<file path="src/design/sub_bus_defs.svh">
`ifndef SUB_BUS_DEFS_SVH
`define SUB_BUS_DEFS_SVH

// region ports behind the arbiter: rom, ram, road, sio
`define SUB_NPORTS 4

// queue depth in each region port, also the arbiter credit count
`define SUB_CREDITS 2

// outstanding transactions tracked for in-order return
`define SUB_ORDER_DEPTH 4

// 68000 style data bus
`define SUB_DATA_W 16

`endif

</file>
<file path="src/design/sub_bus_pkg.sv">
`include "sub_bus_defs.svh"

package sub_bus_pkg;

    // word address split as the sub CPU memory map sees it
    typedef struct packed {
        logic [2:0]  region;    // A[19:17]
        logic [15:0] offset;    // A[16:1], top bit picks road or sio
    } bus_addr_fields_t;

    typedef union packed {
        logic [18:0]      word; // raw word address
        bus_addr_fields_t f;
    } bus_addr_u;

    typedef enum logic {
        MASTER_SUB  = 1'b0,
        MASTER_MAIN = 1'b1
    } master_e;

    typedef struct packed {
        bus_addr_u              addr;
        logic                   we;
        logic [1:0]             dsn;    // {UDSn, LDSn}
        logic [`SUB_DATA_W-1:0] wdata;
        master_e                master;
    } bus_req_t;

    typedef struct packed {
        logic [`SUB_DATA_W-1:0] data;
    } bus_rsp_t;

endpackage

</file>
<file path="src/design/sub_map_pkg.sv">
package sub_map_pkg;

    // one value per region port, used as the port index
    typedef enum logic [1:0] {
        REG_ROM  = 2'd0,
        REG_RAM  = 2'd1,
        REG_ROAD = 2'd2,
        REG_SIO  = 2'd3
    } region_e;

    typedef struct packed {
        region_e region;
        logic    unmapped;  // no port takes it, answer is all ones
    } decode_t;

    // address seen by an external memory
    // rom spans three region codes so it keeps two extra bits
    typedef logic [17:0] port_addr_t;

endpackage

</file>
<file path="src/design/sub_bus_if.sv">
`include "sub_bus_defs.svh"

interface port_req_if;
    import sub_map_pkg::*;

    logic                   valid;
    port_addr_t             offset;
    logic                   we;
    logic [1:0]             dsn;
    logic [`SUB_DATA_W-1:0] wdata;
    logic                   credit_return;  // one queue entry freed

    modport arb  (output valid, offset, we, dsn, wdata, input  credit_return);
    modport port (input  valid, offset, we, dsn, wdata, output credit_return);
endinterface

interface port_rsp_if;
    import sub_bus_pkg::*;

    logic     rsp_valid;    // oldest completed entry waiting
    bus_rsp_t rsp_data;
    logic     pop;

    modport port (output rsp_valid, rsp_data, input  pop);
    modport ret  (input  rsp_valid, rsp_data, output pop);
endinterface

interface order_if;
    import sub_bus_pkg::*;
    import sub_map_pkg::*;

    logic    push;
    region_e region;
    master_e master;
    logic    unmapped;
    logic    full;

    modport arb (output push, region, master, unmapped, input  full);
    modport ret (input  push, region, master, unmapped, output full);
endinterface

</file>
<file path="src/design/bus_arbiter.sv">
`include "sub_bus_defs.svh"

module bus_arbiter (
    input  logic                  clk,
    input  logic                  rst,
    input  logic                  sub_valid,
    input  sub_bus_pkg::bus_req_t sub_req,
    output logic                  sub_ready,
    input  logic                  main_br,
    input  logic                  main_valid,
    input  sub_bus_pkg::bus_req_t main_req,
    output logic                  main_ready,
    port_req_if.arb               preq [`SUB_NPORTS],
    order_if.arb                  ord
);
    import sub_bus_pkg::*;
    import sub_map_pkg::*;

    localparam int CW = $clog2(`SUB_CREDITS + 1);

    bus_req_t              cur_req;
    logic                  cur_valid;
    logic                  can_issue;
    logic                  fire;
    logic                  running;
    decode_t               dec;
    port_addr_t            port_addr;
    logic [CW-1:0]         credits [`SUB_NPORTS];
    logic [`SUB_NPORTS-1:0] have_credit;
    logic [`SUB_NPORTS-1:0] issue;
    logic [`SUB_NPORTS-1:0] ret;

    // main CPU owns the bus while it holds BR
    assign cur_valid = main_br ? main_valid : sub_valid;
    assign cur_req   = main_br ? main_req : sub_req;

    always_comb begin
        dec.unmapped = (cur_req.addr.f.region > 3'd4) || (cur_req.dsn == 2'b11);
        case (cur_req.addr.f.region)
            3'd0, 3'd1, 3'd2: dec.region = REG_ROM;
            3'd3:             dec.region = REG_RAM;
            3'd4:             dec.region = cur_req.addr.f.offset[15] ? REG_SIO : REG_ROAD;
            default:          dec.region = REG_ROM;   // 5-7 flagged unmapped
        endcase
    end

    // rom keeps A[18:17] of the raw word, the rest only see the offset
    assign port_addr = (dec.region == REG_ROM) ? cur_req.addr.word[17:0]
                                               : {2'b00, cur_req.addr.f.offset};

    assign can_issue  = running && !ord.full && (dec.unmapped || have_credit[dec.region]);
    assign fire       = cur_valid && can_issue;
    assign sub_ready  = !main_br && can_issue;
    assign main_ready = main_br && can_issue;

    assign ord.push     = fire;
    assign ord.region   = dec.region;
    assign ord.master   = cur_req.master;
    assign ord.unmapped = dec.unmapped;

    always_ff @(posedge clk or posedge rst) begin
        if (rst) begin
            running <= 1'b0;
        end else begin
            running <= 1'b1;    // hold ready low for the first cycle
        end
    end

    for (genvar i = 0; i < `SUB_NPORTS; i++) begin : g_port
        assign issue[i]       = fire && !dec.unmapped && (dec.region == region_e'(i));
        assign have_credit[i] = credits[i] != '0;
        assign ret[i]         = preq[i].credit_return;

        assign preq[i].valid  = issue[i];
        assign preq[i].offset = port_addr;
        assign preq[i].we     = cur_req.we;
        assign preq[i].dsn    = cur_req.dsn;
        assign preq[i].wdata  = cur_req.wdata;

        always_ff @(posedge clk or posedge rst) begin
            if (rst) begin
                credits[i] <= CW'(`SUB_CREDITS);
            end else begin
                credits[i] <= credits[i] - CW'(issue[i]) + CW'(ret[i]);
            end
        end

        // counter stays within the port queue depth
        a_credit_range: assert property (@(posedge clk) disable iff (rst)
            credits[i] <= CW'(`SUB_CREDITS));
    end

endmodule

</file>
<file path="src/design/region_port.sv">
`include "sub_bus_defs.svh"

module region_port (
    input  logic                    clk,
    input  logic                    rst,
    port_req_if.port                preq,
    port_rsp_if.port                prsp,
    output logic                    mem_cs,
    output sub_map_pkg::port_addr_t mem_addr,
    output logic                    mem_we,
    output logic [1:0]              mem_dsn,
    output logic [`SUB_DATA_W-1:0]  mem_wdata,
    input  logic                    mem_ok,
    input  logic [`SUB_DATA_W-1:0]  mem_rdata
);
    import sub_map_pkg::*;

    localparam int DEPTH = `SUB_CREDITS;
    localparam int PW    = (DEPTH > 1) ? $clog2(DEPTH) : 1;
    localparam int CW    = $clog2(DEPTH + 1);

    typedef enum logic [1:0] {ST_IDLE, ST_ACCESS, ST_DONE} state_e;

    port_addr_t             q_addr  [DEPTH];
    logic                   q_we    [DEPTH];
    logic [1:0]             q_dsn   [DEPTH];
    logic [`SUB_DATA_W-1:0] q_wdata [DEPTH];
    logic [PW-1:0]          wr_ptr;
    logic [PW-1:0]          rd_ptr;
    logic [CW-1:0]          count;
    state_e                 state;
    logic [`SUB_DATA_W-1:0] rdata_q;
    logic                   release_entry;

    assign release_entry      = prsp.pop && (state == ST_DONE);
    assign preq.credit_return = release_entry;
    assign prsp.rsp_valid     = state == ST_DONE;
    assign prsp.rsp_data.data = rdata_q;

    // head entry drives the memory for the whole access
    assign mem_addr  = q_addr[rd_ptr];
    assign mem_we    = q_we[rd_ptr];
    assign mem_dsn   = q_dsn[rd_ptr];
    assign mem_wdata = q_wdata[rd_ptr];

    always_ff @(posedge clk or posedge rst) begin
        if (rst) begin
            state  <= ST_IDLE;
            mem_cs <= 1'b0;
            wr_ptr <= '0;
            rd_ptr <= '0;
            count  <= '0;
        end else begin
            if (preq.valid) begin
                wr_ptr <= (wr_ptr == PW'(DEPTH - 1)) ? '0 : wr_ptr + 1'b1;
            end
            if (release_entry) begin
                rd_ptr <= (rd_ptr == PW'(DEPTH - 1)) ? '0 : rd_ptr + 1'b1;
            end
            count <= count + CW'(preq.valid) - CW'(release_entry);
            case (state)
                ST_IDLE: if (count != '0) begin
                    mem_cs <= 1'b1;     // cs the cycle after reaching head
                    state  <= ST_ACCESS;
                end
                ST_ACCESS: if (mem_ok) begin
                    mem_cs <= 1'b0;
                    state  <= ST_DONE;
                end
                ST_DONE: if (release_entry) state <= ST_IDLE;
                default: state <= ST_IDLE;
            endcase
        end
    end

    always_ff @(posedge clk) begin
        if (preq.valid) begin
            q_addr[wr_ptr]  <= preq.offset;
            q_we[wr_ptr]    <= preq.we;
            q_dsn[wr_ptr]   <= preq.dsn;
            q_wdata[wr_ptr] <= preq.wdata;
        end
        if (state == ST_ACCESS && mem_ok) rdata_q <= mem_rdata;   // writes capture too
    end

    // the head entry must not change under an open access
    a_cs_until_ok: assert property (@(posedge clk) disable iff (rst)
        mem_cs && !mem_ok |=> mem_cs && $stable(mem_addr) && $stable(mem_wdata));

    // arbiter credits must keep the queue from overflowing
    a_no_overflow: assert property (@(posedge clk) disable iff (rst)
        preq.valid |-> count != CW'(DEPTH));

endmodule

</file>
<file path="src/design/bus_return.sv">
`include "sub_bus_defs.svh"

module bus_return (
    input  logic                  clk,
    input  logic                  rst,
    order_if.ret                  ord,
    port_rsp_if.ret               prsp [`SUB_NPORTS],
    output logic                  sub_rsp_valid,
    output sub_bus_pkg::bus_rsp_t sub_rsp_data,
    output logic                  main_rsp_valid,
    output sub_bus_pkg::bus_rsp_t main_rsp_data,
    input  logic [2:0]            st_addr,
    output logic [7:0]            st_dout
);
    import sub_bus_pkg::*;
    import sub_map_pkg::*;

    localparam int DEPTH = `SUB_ORDER_DEPTH;
    localparam int PW    = $clog2(DEPTH);
    localparam int CW    = $clog2(DEPTH + 1);

    region_e                q_region   [DEPTH];
    master_e                q_master   [DEPTH];
    logic                   q_unmapped [DEPTH];
    logic [7:0]             q_stamp    [DEPTH];
    logic [PW-1:0]          wr_ptr;
    logic [PW-1:0]          rd_ptr;
    logic [CW-1:0]          count;
    logic [7:0]             timer;
    logic [7:0]             worst;
    logic [7:0]             wait_now;
    logic [7:0]             region_cnt [`SUB_NPORTS];
    logic [`SUB_NPORTS-1:0] rsp_valid_v;
    bus_rsp_t               rsp_data_v [`SUB_NPORTS];
    logic                   head_valid;
    logic                   take;
    region_e                head_region;
    master_e                head_master;
    logic                   head_unmapped;
    bus_rsp_t               head_data;

    assign ord.full      = count == CW'(DEPTH);
    assign head_valid    = count != '0;
    assign head_region   = q_region[rd_ptr];
    assign head_master   = q_master[rd_ptr];
    assign head_unmapped = q_unmapped[rd_ptr];
    assign wait_now      = timer - q_stamp[rd_ptr];

    // unmapped heads go at once, mapped ones wait for their port
    assign take = head_valid && (head_unmapped || rsp_valid_v[head_region]);

    always_comb begin
        head_data.data = head_unmapped ? 16'hffff : rsp_data_v[head_region].data;
    end

    always_ff @(posedge clk or posedge rst) begin
        if (rst) begin
            wr_ptr         <= '0;
            rd_ptr         <= '0;
            count          <= '0;
            timer          <= '0;
            worst          <= '0;
            sub_rsp_valid  <= 1'b0;
            main_rsp_valid <= 1'b0;
        end else begin
            timer <= timer + 8'd1;
            if (ord.push) wr_ptr <= wr_ptr + 1'b1;
            if (take) begin
                rd_ptr <= rd_ptr + 1'b1;
                if (wait_now > worst) worst <= wait_now;
            end
            count          <= count + CW'(ord.push) - CW'(take);
            sub_rsp_valid  <= take && (head_master == MASTER_SUB);
            main_rsp_valid <= take && (head_master == MASTER_MAIN);
        end
    end

    always_ff @(posedge clk) begin
        if (ord.push) begin
            q_region[wr_ptr]   <= ord.region;
            q_master[wr_ptr]   <= ord.master;
            q_unmapped[wr_ptr] <= ord.unmapped;
            q_stamp[wr_ptr]    <= timer;
        end
        if (take && head_master == MASTER_SUB)  sub_rsp_data  <= head_data;
        if (take && head_master == MASTER_MAIN) main_rsp_data <= head_data;
    end

    for (genvar i = 0; i < `SUB_NPORTS; i++) begin : g_port
        assign rsp_valid_v[i] = prsp[i].rsp_valid;
        assign rsp_data_v[i]  = prsp[i].rsp_data;
        assign prsp[i].pop    = take && !head_unmapped && (head_region == region_e'(i));

        always_ff @(posedge clk or posedge rst) begin
            if (rst) begin
                region_cnt[i] <= '0;
            end else if (prsp[i].pop) begin
                region_cnt[i] <= region_cnt[i] + 8'd1;  // wraps at 255
            end
        end

        // a port only completes work that still has an order entry
        a_rsp_has_order: assert property (@(posedge clk) disable iff (rst)
            rsp_valid_v[i] |-> head_valid);
    end

    always_comb begin
        case (st_addr)
            3'd0, 3'd1, 3'd2, 3'd3: st_dout = region_cnt[st_addr[1:0]];
            3'd4:                   st_dout = worst;
            default:                st_dout = 8'd0;
        endcase
    end

    a_push_not_full: assert property (@(posedge clk) disable iff (rst)
        ord.push |-> !ord.full);

endmodule

</file>
<file path="src/design/sub_bus_top.sv">
`include "sub_bus_defs.svh"

module sub_bus_top (
    input  logic                                        clk,
    input  logic                                        rst,
    // sub CPU
    input  logic                                        sub_valid,
    output logic                                        sub_ready,
    input  logic [18:0]                                 sub_addr,
    input  logic                                        sub_we,
    input  logic [1:0]                                  sub_dsn,
    input  logic [`SUB_DATA_W-1:0]                      sub_wdata,
    output logic                                        sub_rsp_valid,
    output logic [`SUB_DATA_W-1:0]                      sub_rsp_data,
    // main CPU, owns the bus while main_br is high
    input  logic                                        main_br,
    input  logic                                        main_valid,
    output logic                                        main_ready,
    input  logic [18:0]                                 main_addr,
    input  logic                                        main_we,
    input  logic [1:0]                                  main_dsn,
    input  logic [`SUB_DATA_W-1:0]                      main_wdata,
    output logic                                        main_rsp_valid,
    output logic [`SUB_DATA_W-1:0]                      main_rsp_data,
    // external memories, indexed by region
    output logic [`SUB_NPORTS-1:0]                      mem_cs,
    output sub_map_pkg::port_addr_t [`SUB_NPORTS-1:0]   mem_addr,
    output logic [`SUB_NPORTS-1:0]                      mem_we,
    output logic [`SUB_NPORTS-1:0][1:0]                 mem_dsn,
    output logic [`SUB_NPORTS-1:0][`SUB_DATA_W-1:0]     mem_wdata,
    input  logic [`SUB_NPORTS-1:0]                      mem_ok,
    input  logic [`SUB_NPORTS-1:0][`SUB_DATA_W-1:0]     mem_rdata,
    // status readout
    input  logic [2:0]                                  st_addr,
    output logic [7:0]                                  st_dout
);
    import sub_bus_pkg::*;

    bus_req_t sub_req;
    bus_req_t main_req;
    bus_rsp_t sub_rsp;
    bus_rsp_t main_rsp;

    port_req_if preq [`SUB_NPORTS] ();
    port_rsp_if prsp [`SUB_NPORTS] ();
    order_if    ord ();

    assign sub_req.addr.word  = sub_addr;
    assign sub_req.we         = sub_we;
    assign sub_req.dsn        = sub_dsn;
    assign sub_req.wdata      = sub_wdata;
    assign sub_req.master     = MASTER_SUB;

    assign main_req.addr.word = main_addr;
    assign main_req.we        = main_we;
    assign main_req.dsn       = main_dsn;
    assign main_req.wdata     = main_wdata;
    assign main_req.master    = MASTER_MAIN;

    assign sub_rsp_data  = sub_rsp.data;
    assign main_rsp_data = main_rsp.data;

    bus_arbiter u_arbiter (
        .clk        (clk),
        .rst        (rst),
        .sub_valid  (sub_valid),
        .sub_req    (sub_req),
        .sub_ready  (sub_ready),
        .main_br    (main_br),
        .main_valid (main_valid),
        .main_req   (main_req),
        .main_ready (main_ready),
        .preq       (preq),
        .ord        (ord)
    );

    for (genvar i = 0; i < `SUB_NPORTS; i++) begin : g_region
        region_port u_port (
            .clk       (clk),
            .rst       (rst),
            .preq      (preq[i]),
            .prsp      (prsp[i]),
            .mem_cs    (mem_cs[i]),
            .mem_addr  (mem_addr[i]),
            .mem_we    (mem_we[i]),
            .mem_dsn   (mem_dsn[i]),
            .mem_wdata (mem_wdata[i]),
            .mem_ok    (mem_ok[i]),
            .mem_rdata (mem_rdata[i])
        );
    end

    bus_return u_return (
        .clk            (clk),
        .rst            (rst),
        .ord            (ord),
        .prsp           (prsp),
        .sub_rsp_valid  (sub_rsp_valid),
        .sub_rsp_data   (sub_rsp),
        .main_rsp_valid (main_rsp_valid),
        .main_rsp_data  (main_rsp),
        .st_addr        (st_addr),
        .st_dout        (st_dout)
    );

endmodule

</file>
<file path="config.mk">
export PLATFORM = sky130hd
export DESIGN_NAME = sub_bus_top
export DESIGN_NICKNAME = d
export VERILOG_FILES = /design/src/design/sub_bus_pkg.sv /design/src/design/sub_map_pkg.sv /design/src/design/sub_bus_if.sv /design/src/design/bus_arbiter.sv /design/src/design/region_port.sv /design/src/design/bus_return.sv /design/src/design/sub_bus_top.sv
export VERILOG_INCLUDE_DIRS = /design/src /design/src/design
export SDC_FILE = /design/constraint.sdc
export NUM_CORES = 1
export LEC_CHECK = 0
export BUFFER_PORTS_ARGS = -buffer_cell sky130_fd_sc_hd__buf_4
export CORE_AREA = 4 4 254 256
export CTS_CLUSTER_SIZE = 16
export DETAILED_ROUTE_END_ITERATION = 6
export DIE_AREA = 0 0 258 260
export HOLD_SLACK_MARGIN = 0.12
export PLACE_DENSITY_LB_ADDON = 0.3
export SLEW_MARGIN = 25
export SYNTH_ARGS = -nofsm -noshare
export SYNTH_HDL_FRONTEND = slang
export SYNTH_SLANG_ARGS = --single-unit
</file>
<file path="constraint.sdc">
create_clock -name clk -period 4 [get_ports clk]
set_input_delay 0.8 -clock clk [delete_from_list [all_inputs] [get_ports clk]]
set_output_delay 0.8 -clock clk [all_outputs]
set_load 0.05 [all_outputs]
</file>
# == Word-level counts from Yosys, hierarchy flattened ==
# Memories as Yosys holds them, arrays and structs flattened.
# Index checks and enable logic that the tools add are counted.
# word_totals
mem_bits_rw,344
inputBits,152
regBits,190
memories,20
out_inout_bits,196
# classes
n_eq_ne,34
bitwise_logic,3
n_mux,63
addsub,34
reduce_logical,63
n_lt_le_gt_ge,6
# mem_list
memory,words,width,read_ports,rd_ports_with_merged_regs,write_ports,line,text
g_region[0].u_port.q_addr,2,18,1,0,1,region_port.sv:24,port_addr_t q_addr [DEPTH];
g_region[1].u_port.q_addr,2,18,1,0,1,region_port.sv:24,
g_region[2].u_port.q_addr,2,18,1,0,1,region_port.sv:24,
g_region[3].u_port.q_addr,2,18,1,0,1,region_port.sv:24,
g_region[0].u_port.q_wdata,2,16,1,0,1,region_port.sv:27,logic [`SUB_DATA_W-1:0] q_wdata [DEPTH];
g_region[1].u_port.q_wdata,2,16,1,0,1,region_port.sv:27,
14 more memories,n/a,n/a,n/a,n/a,n/a,n/a,
# ops
operator,count
$mux 16,3
$add 8x1->8 const B,5
$mux 39,1
$bmux 16 s2,1
$mux 1,30
$logic_and 1x1->1,26
$mux 2,12
$pmux 2 s3,4
$reduce_and 3->1,8
$reduce_bool 2->1,12
$eq 2x2->1 const B,9
$mux 18,1
$add 2x1->2,8
$bmux 8 s2,1
$mux 8,2
$ne 2x2->1 const B,8
$pmux 8 s2,1
$sub 2x1->2,8
$eq 2x1->1 const B,6
$logic_not 2->1,6
$eq 3x2->1 const B,3
$eq 3x3->1 const B,3
$add 1x1->1 const B,8
$gt 8x8->1,1
other kinds (20),36

# == Depth between registers and ports, before layout ==
# depth
depth_word,12
ltp_mapped,17
ltp_nobuf,15

# == By module ==
# Synthesis repeated with hierarchy kept, for this count alone.
# unflattened
cells_unflattened,1392
hier_area_um2,23109.7
# by_module_without_submodules
mod,seq_area_each_um2,cells_per_inst,n_inst,area_per_inst_um2
region_port at g_region[0].u_port ...,2877.8,161,3,3569.7
bus_return,3828.7,513,1,6734.0
region_port at g_region[1].u_port,2877.8,160,1,3564.7
bus_arbiter,230.2,234,1,2094.5
sub_bus_top,0.0,2,1,7.5

# == Worst setup path before layout ==
# OpenSTA, ideal clock, no wires.
# synth_path
path_type,input port to flip-flop
start,input main_br
end,memory g_region[1].u_port.q_addr[0][0] in the netlist's numbering (enable)
path_slack_ns,-0.313
t_arrival_ns,3.882
stages,6
setup_time_ns,0.431
cell_sequence,mux2_2 nor3_2 a221oi_2 or4_1 clkbuf_1 nor2_1
# synth_between
elab_chain_cells,12
elab_cells_between_ends,20
# synth_lines
element,line,text
start: declaration,sub_bus_top.sv:16,"input logic main_br,"
$mux 39 *,bus_arbiter.sv:35,assign cur_req = main_br ? main_req : sub_req;
$eq 3x3->1 or $eq 3x2->1 (tied branches),bus_arbiter.sv:39,case (cur_req.addr.f.region)
$pmux 2 s2 *,bus_arbiter.sv:39,
via ord.region[1],sub_bus_if.sv:33,region_e region;
$bmux 1 s2,bus_arbiter.sv:51,assign can_issue = running && !ord.full && (dec.unmapped || have_credit[dec.region]);
$mux 1 (not written as such),bus_arbiter.sv:51,
$logic_or 1x1->1,bus_arbiter.sv:51,
$logic_and 1x1->1,bus_arbiter.sv:51,
$logic_and 1x1->1,bus_arbiter.sv:52,assign fire = cur_valid && can_issue;
$logic_and 1x1->1,bus_arbiter.sv:70,assign issue[i] = fire && !dec.unmapped && (dec.region == region_e'(i));
$logic_and 1x1->1 *,bus_arbiter.sv:70,
$mux 1 *,region_port.sv:77,if (preq.valid) begin
$mux 1 (not written as such) *,region_port.sv:78,q_addr[wr_ptr] <= preq.offset;
end: declaration,region_port.sv:24,
# Mark *: on every way through the listed nets, which the timed path passes. The rest lies on a longest branch. The select of a mux whose other input is x is not followed.

# == Worst setup path in the final report ==
# layout_path
start,input main_br
end,output main_ready
# layout_between
elab_chain_cells,8
elab_cells_between_ends,13
# layout_lines
element,line,text
$mux 39,bus_arbiter.sv:35,
"$eq 3x3->1, or another cell as far along",bus_arbiter.sv:39,
$pmux 2 s2,bus_arbiter.sv:39,
$bmux 1 s2,bus_arbiter.sv:51,
$mux 1 (not written as such),bus_arbiter.sv:51,
$logic_or 1x1->1,bus_arbiter.sv:51,
$logic_and 1x1->1,bus_arbiter.sv:51,
$logic_and 1x1->1 *,bus_arbiter.sv:54,assign main_ready = main_br && can_issue;
end: declaration,sub_bus_top.sv:18,"output logic main_ready,"
# Every way passes the cells marked *; elsewhere a longest branch is shown, timed or not. The select of a mux whose other input is x is not followed.

==> metrics <==
Post-Route WL=54.2 mm; Power Internal=12600 uW; highest clock rate=0.263 GHz; pre-CTS WS=0.225 ns; synthesis-stage register bit count=534; starting density of the core=0.347; setup tns final=0 ns; largest area contributor in the netlist=edfxtp_1; die area=about 0.067 mm2; CP Launch Type=input port; first-pass GRT wire length=80.0 mm; Slew Limit Fails=0; crit path DAT=3.00 ns; All-Layer GR Usage=0.157; skew final=~0.028 ns; Multi-input gate area=0.00573 mm2; Area after DPL=0.0256 mm2; met3 Usage GRT=0.0559; final setup vio count=0; ys flop type=edfxtp_1; Area Growth Syn to Fin=27.0%; row count=between 90 and 100; CP Cell Sequence=buf_4, mux2i_1, buf_4, mux2i_1, a221oi_2, a21oi_1, buf_4, and2_1, buf_4; Least-Margin Pin Slew=0.945 ns; post-DR wirelength/cell=20.9 um; worst path bufs/invs=4; Syn. warnings=0; power per cell area=726 mW/mm2; most frequent cells after synthesis=edfxtp_1 (440), mux2_2 (192), nand2_1 (94); post-CTS setup buffer count=0; Filler cells=5549; htree depth=2; Num Clock Sinks=534; Mean Syn Cell Area=16.8 um2; end of the worst register-to-register path=u_return.worst[2]$_DFFE_PP0P_; Routed Antenna Nets=0; Final Critical Period=3.80 ns; Slowest-stage cell, CP=mux2i_1; clock root buffer master=clkbuf_16; Comb power frac=0.351; clk buf depth=3; final worst setup slack=approximately 0.20 ns; clk_lat worst skew=0.62 ns; Hold Worst Slack=roughly 0.26 ns; most common cell in the netlist=edfxtp_1; max cap viols=0; total power=20000 uW; CORE AREA=0.0625 mm2; Clk pin slew, worst setup/hold paths=0.06 ns; Most common cell on crit path=buf_4; Slew headroom=0.360; # hold bufs at CTS=0; Leak=0.0104 uW; Tightest Hold Check Type=in2async; CP endpoint kind=output port; Max rail drop VDD=0.000410 V; sequential share of the synthesized area=0.719; CP max stage delay=0.50 ns; GR Layer Usage met2=0.266; drt pass-1 iters=5; post-CTS resize count=0; critical path required time=3.20 ns; FF+latch area=0.0156 mm2; RSZ-0062 raised after global routing=no; async set or reset register ratio after synthesis=0.176; total CTS buffers=59; grt met1 use=0.192; initial antenna violation count=2; CTS tree=built; Synth Net Count=approximately 1500; die width=258 um; Psw=around 7300 uW; grt peak-use layer=met2; PortBufs=347; Post-Syn Area=about 0.022 mm2; largest net degree at the start of global routing=63; grt ovf=0; top cells by area, synth=edfxtp_1 (61%), dfrtp_1 (10%), mux2_2 (10%), ha_1 (2.4%), xnor2_1 (2.1%); share of cells above drive strength 1=0.421; 1st-iter DRT viols=647; Reg2Reg Setup Slack=0.37 ns; # IOs=348; Reg power frac=0.382; via count=12200; Yosys cell types=63; Crit Path Category=in2out; Largest delay share family, worst path=buffers and inverters; HPWL Detailed=36.8 mm; vias in the first global route=12800; Syn Inst Count=1289; Final Wtd Congestion=0.816; number of flops mapped to enable cells by yosys=440; worst r2r path cells=14; number of vias per cell=4.71; worst r2r src=u_return.rd_ptr[0]$_DFFE_PP0P_; power share of the clock group=0.268; post-synth top area share=0.610; Fin. Hold Viols=0; period utilization=0.949; CP max FO=18; Die Y=260 um; cell area after layout=0.0275 mm2; outcome=finished, final reports clean; Sw Share=0.367; drc violations=0; # nets final=1884
==> cells by family (layout without fill, tap and decap cells) <==
kind of cell / count (synthesis) / in the layout / share of synthesized area
buffers and inverters: 101 / 551 / 0.0204
adder cells (fa/ha/maj): 43 / 43 / 0.0255
AND/OR/NAND/NOR: 246 / 246 / 0.0584
other: 1 / 2 / 0.000173
multiplexers: 223 / 223 / 0.126
flip-flops: 534 / 534 / 0.719
XOR/XNOR: 70 / 70 / 0.0286
AO/OA/AOI/OAI: 71 / 71 / 0.0222
==> cell usage in the layout, fill, tap and decap left out, types with 6 or more instances in the layout <==
cell type,n
nor2_1,25
edfxtp_1,440
ha_1,41
xor2_1,16
nand4_1,13
mux2i_1,6
mux4_2,20
buf_12,9
buf_4,380
clkinv_1,9
clkbuf_1,17
and2_1,6
nand3_1,46
o21ai_0,17
a21o_1,19
nand2_1,94
mux2_2,192
bufinv_16,6
and3_1,6
inv_1,50
clkinv_2,15
xnor2_1,53
a21oi_1,11
dfrtp_1,85
nor3_1,6
clkbuf_16,60
==> metal layers <==
layer  vias up  routed length [um]
li1       5616                   -
met1      6132               21500
met2       363               27100
met3        66                4440
met4         2                1060
met5         -                  13
==> state kept, by name, indices dropped and copies added (netlist names), 2 cells and up <==
register,count
g_region.u_port.q_we,8
u_return.timer,8
u_return.worst,8
u_return.q_stamp,32
g_region.u_port.q_addr,144
g_region.u_port.q_wdata,128
g_region.u_port.rd_ptr,4
u_return.count,3
g_region.u_port.wr_ptr,4
u_arbiter.credits,8
u_return.q_unmapped,4
u_return.region_cnt,32
u_return.sub_rsp_data,16
u_return.q_region,8
g_region.u_port.count,8
g_region.u_port.q_dsn,16
g_region.u_port.state,8
u_return.q_master,4
g_region.u_port.prsp.rsp_data,64
u_return.wr_ptr,2
u_return.rd_ptr,2
g_region.u_port.mem_cs,4
u_return.main_rsp_data,16
==> power by group through the flow <==
stage	clock network, uW	logic [uW]	registers (uW)
after floorplan	0	4670	7980
after global placement	0	6990	7730
final	5350	7000	7630
after detailed placement	0	7080	7760
after global routing	5740	7510	7730
after CTS	5490	7110	7650
==> worst register-to-register path: cells and delay by family, from the launching register on <==
kind / cells / cell delay (ns)
compound gates: 5 / 0.92
xor+xnor: 1 / 0.17
fa+ha+maj: 2 / 0.53
buf+inv: 1 / 0.11
flops: 1 / 0.52
mux: 2 / 0.86
simple gates: 3 / 0.37
==> cell type report <==
cell class / instances / area share
Clock inverter: 34 / 0.0130
Antenna cell: 1 / 0.0000910
Timing Repair Buffer: 389 / 0.110
Inverter: 51 / 0.00700
Multi-Input combinational cell: 654 / 0.208
Sequential cell: 534 / 0.566
Clock buffer: 77 / 0.0569
Tap cell: 846 / 0.0385
==> how the worst max path moves through the flow <==
stage | from | cells after the start | to | slack, ns
final | main_br | 9 | main_ready | 0.20
after global routing | main_br | 8 | main_ready | 0.09
after CTS | u_return.rd_ptr[0]$_DFFE_PP0P_ | 14 | u_return.worst[7]$_DFFE_PP0P_ | 0.19
after detailed placement | u_return.rd_ptr[0]$_DFFE_PP0P_ | 14 | u_return.worst[7]$_DFFE_PP0P_ | 0.22
after global placement | main_br | 9 | main_ready | 0.27
after floorplan | main_br | 6 | g_region[1].u_port.q_addr[0][0]$_DFFE_PP_ | -0.31
==> metrics by stage <==
step | cells | utilization
3_3_place_gp | 2474 | 0.409
4_1_cts | 2585 | 0.440
5_1_grt | 2586 | 0.440
3_5_place_dp | 2474 | 0.409
2_1_floorplan | 1289 | -
6_report | 2586 | 0.440
Note: power is estimated with default switching activity, not from simulation.
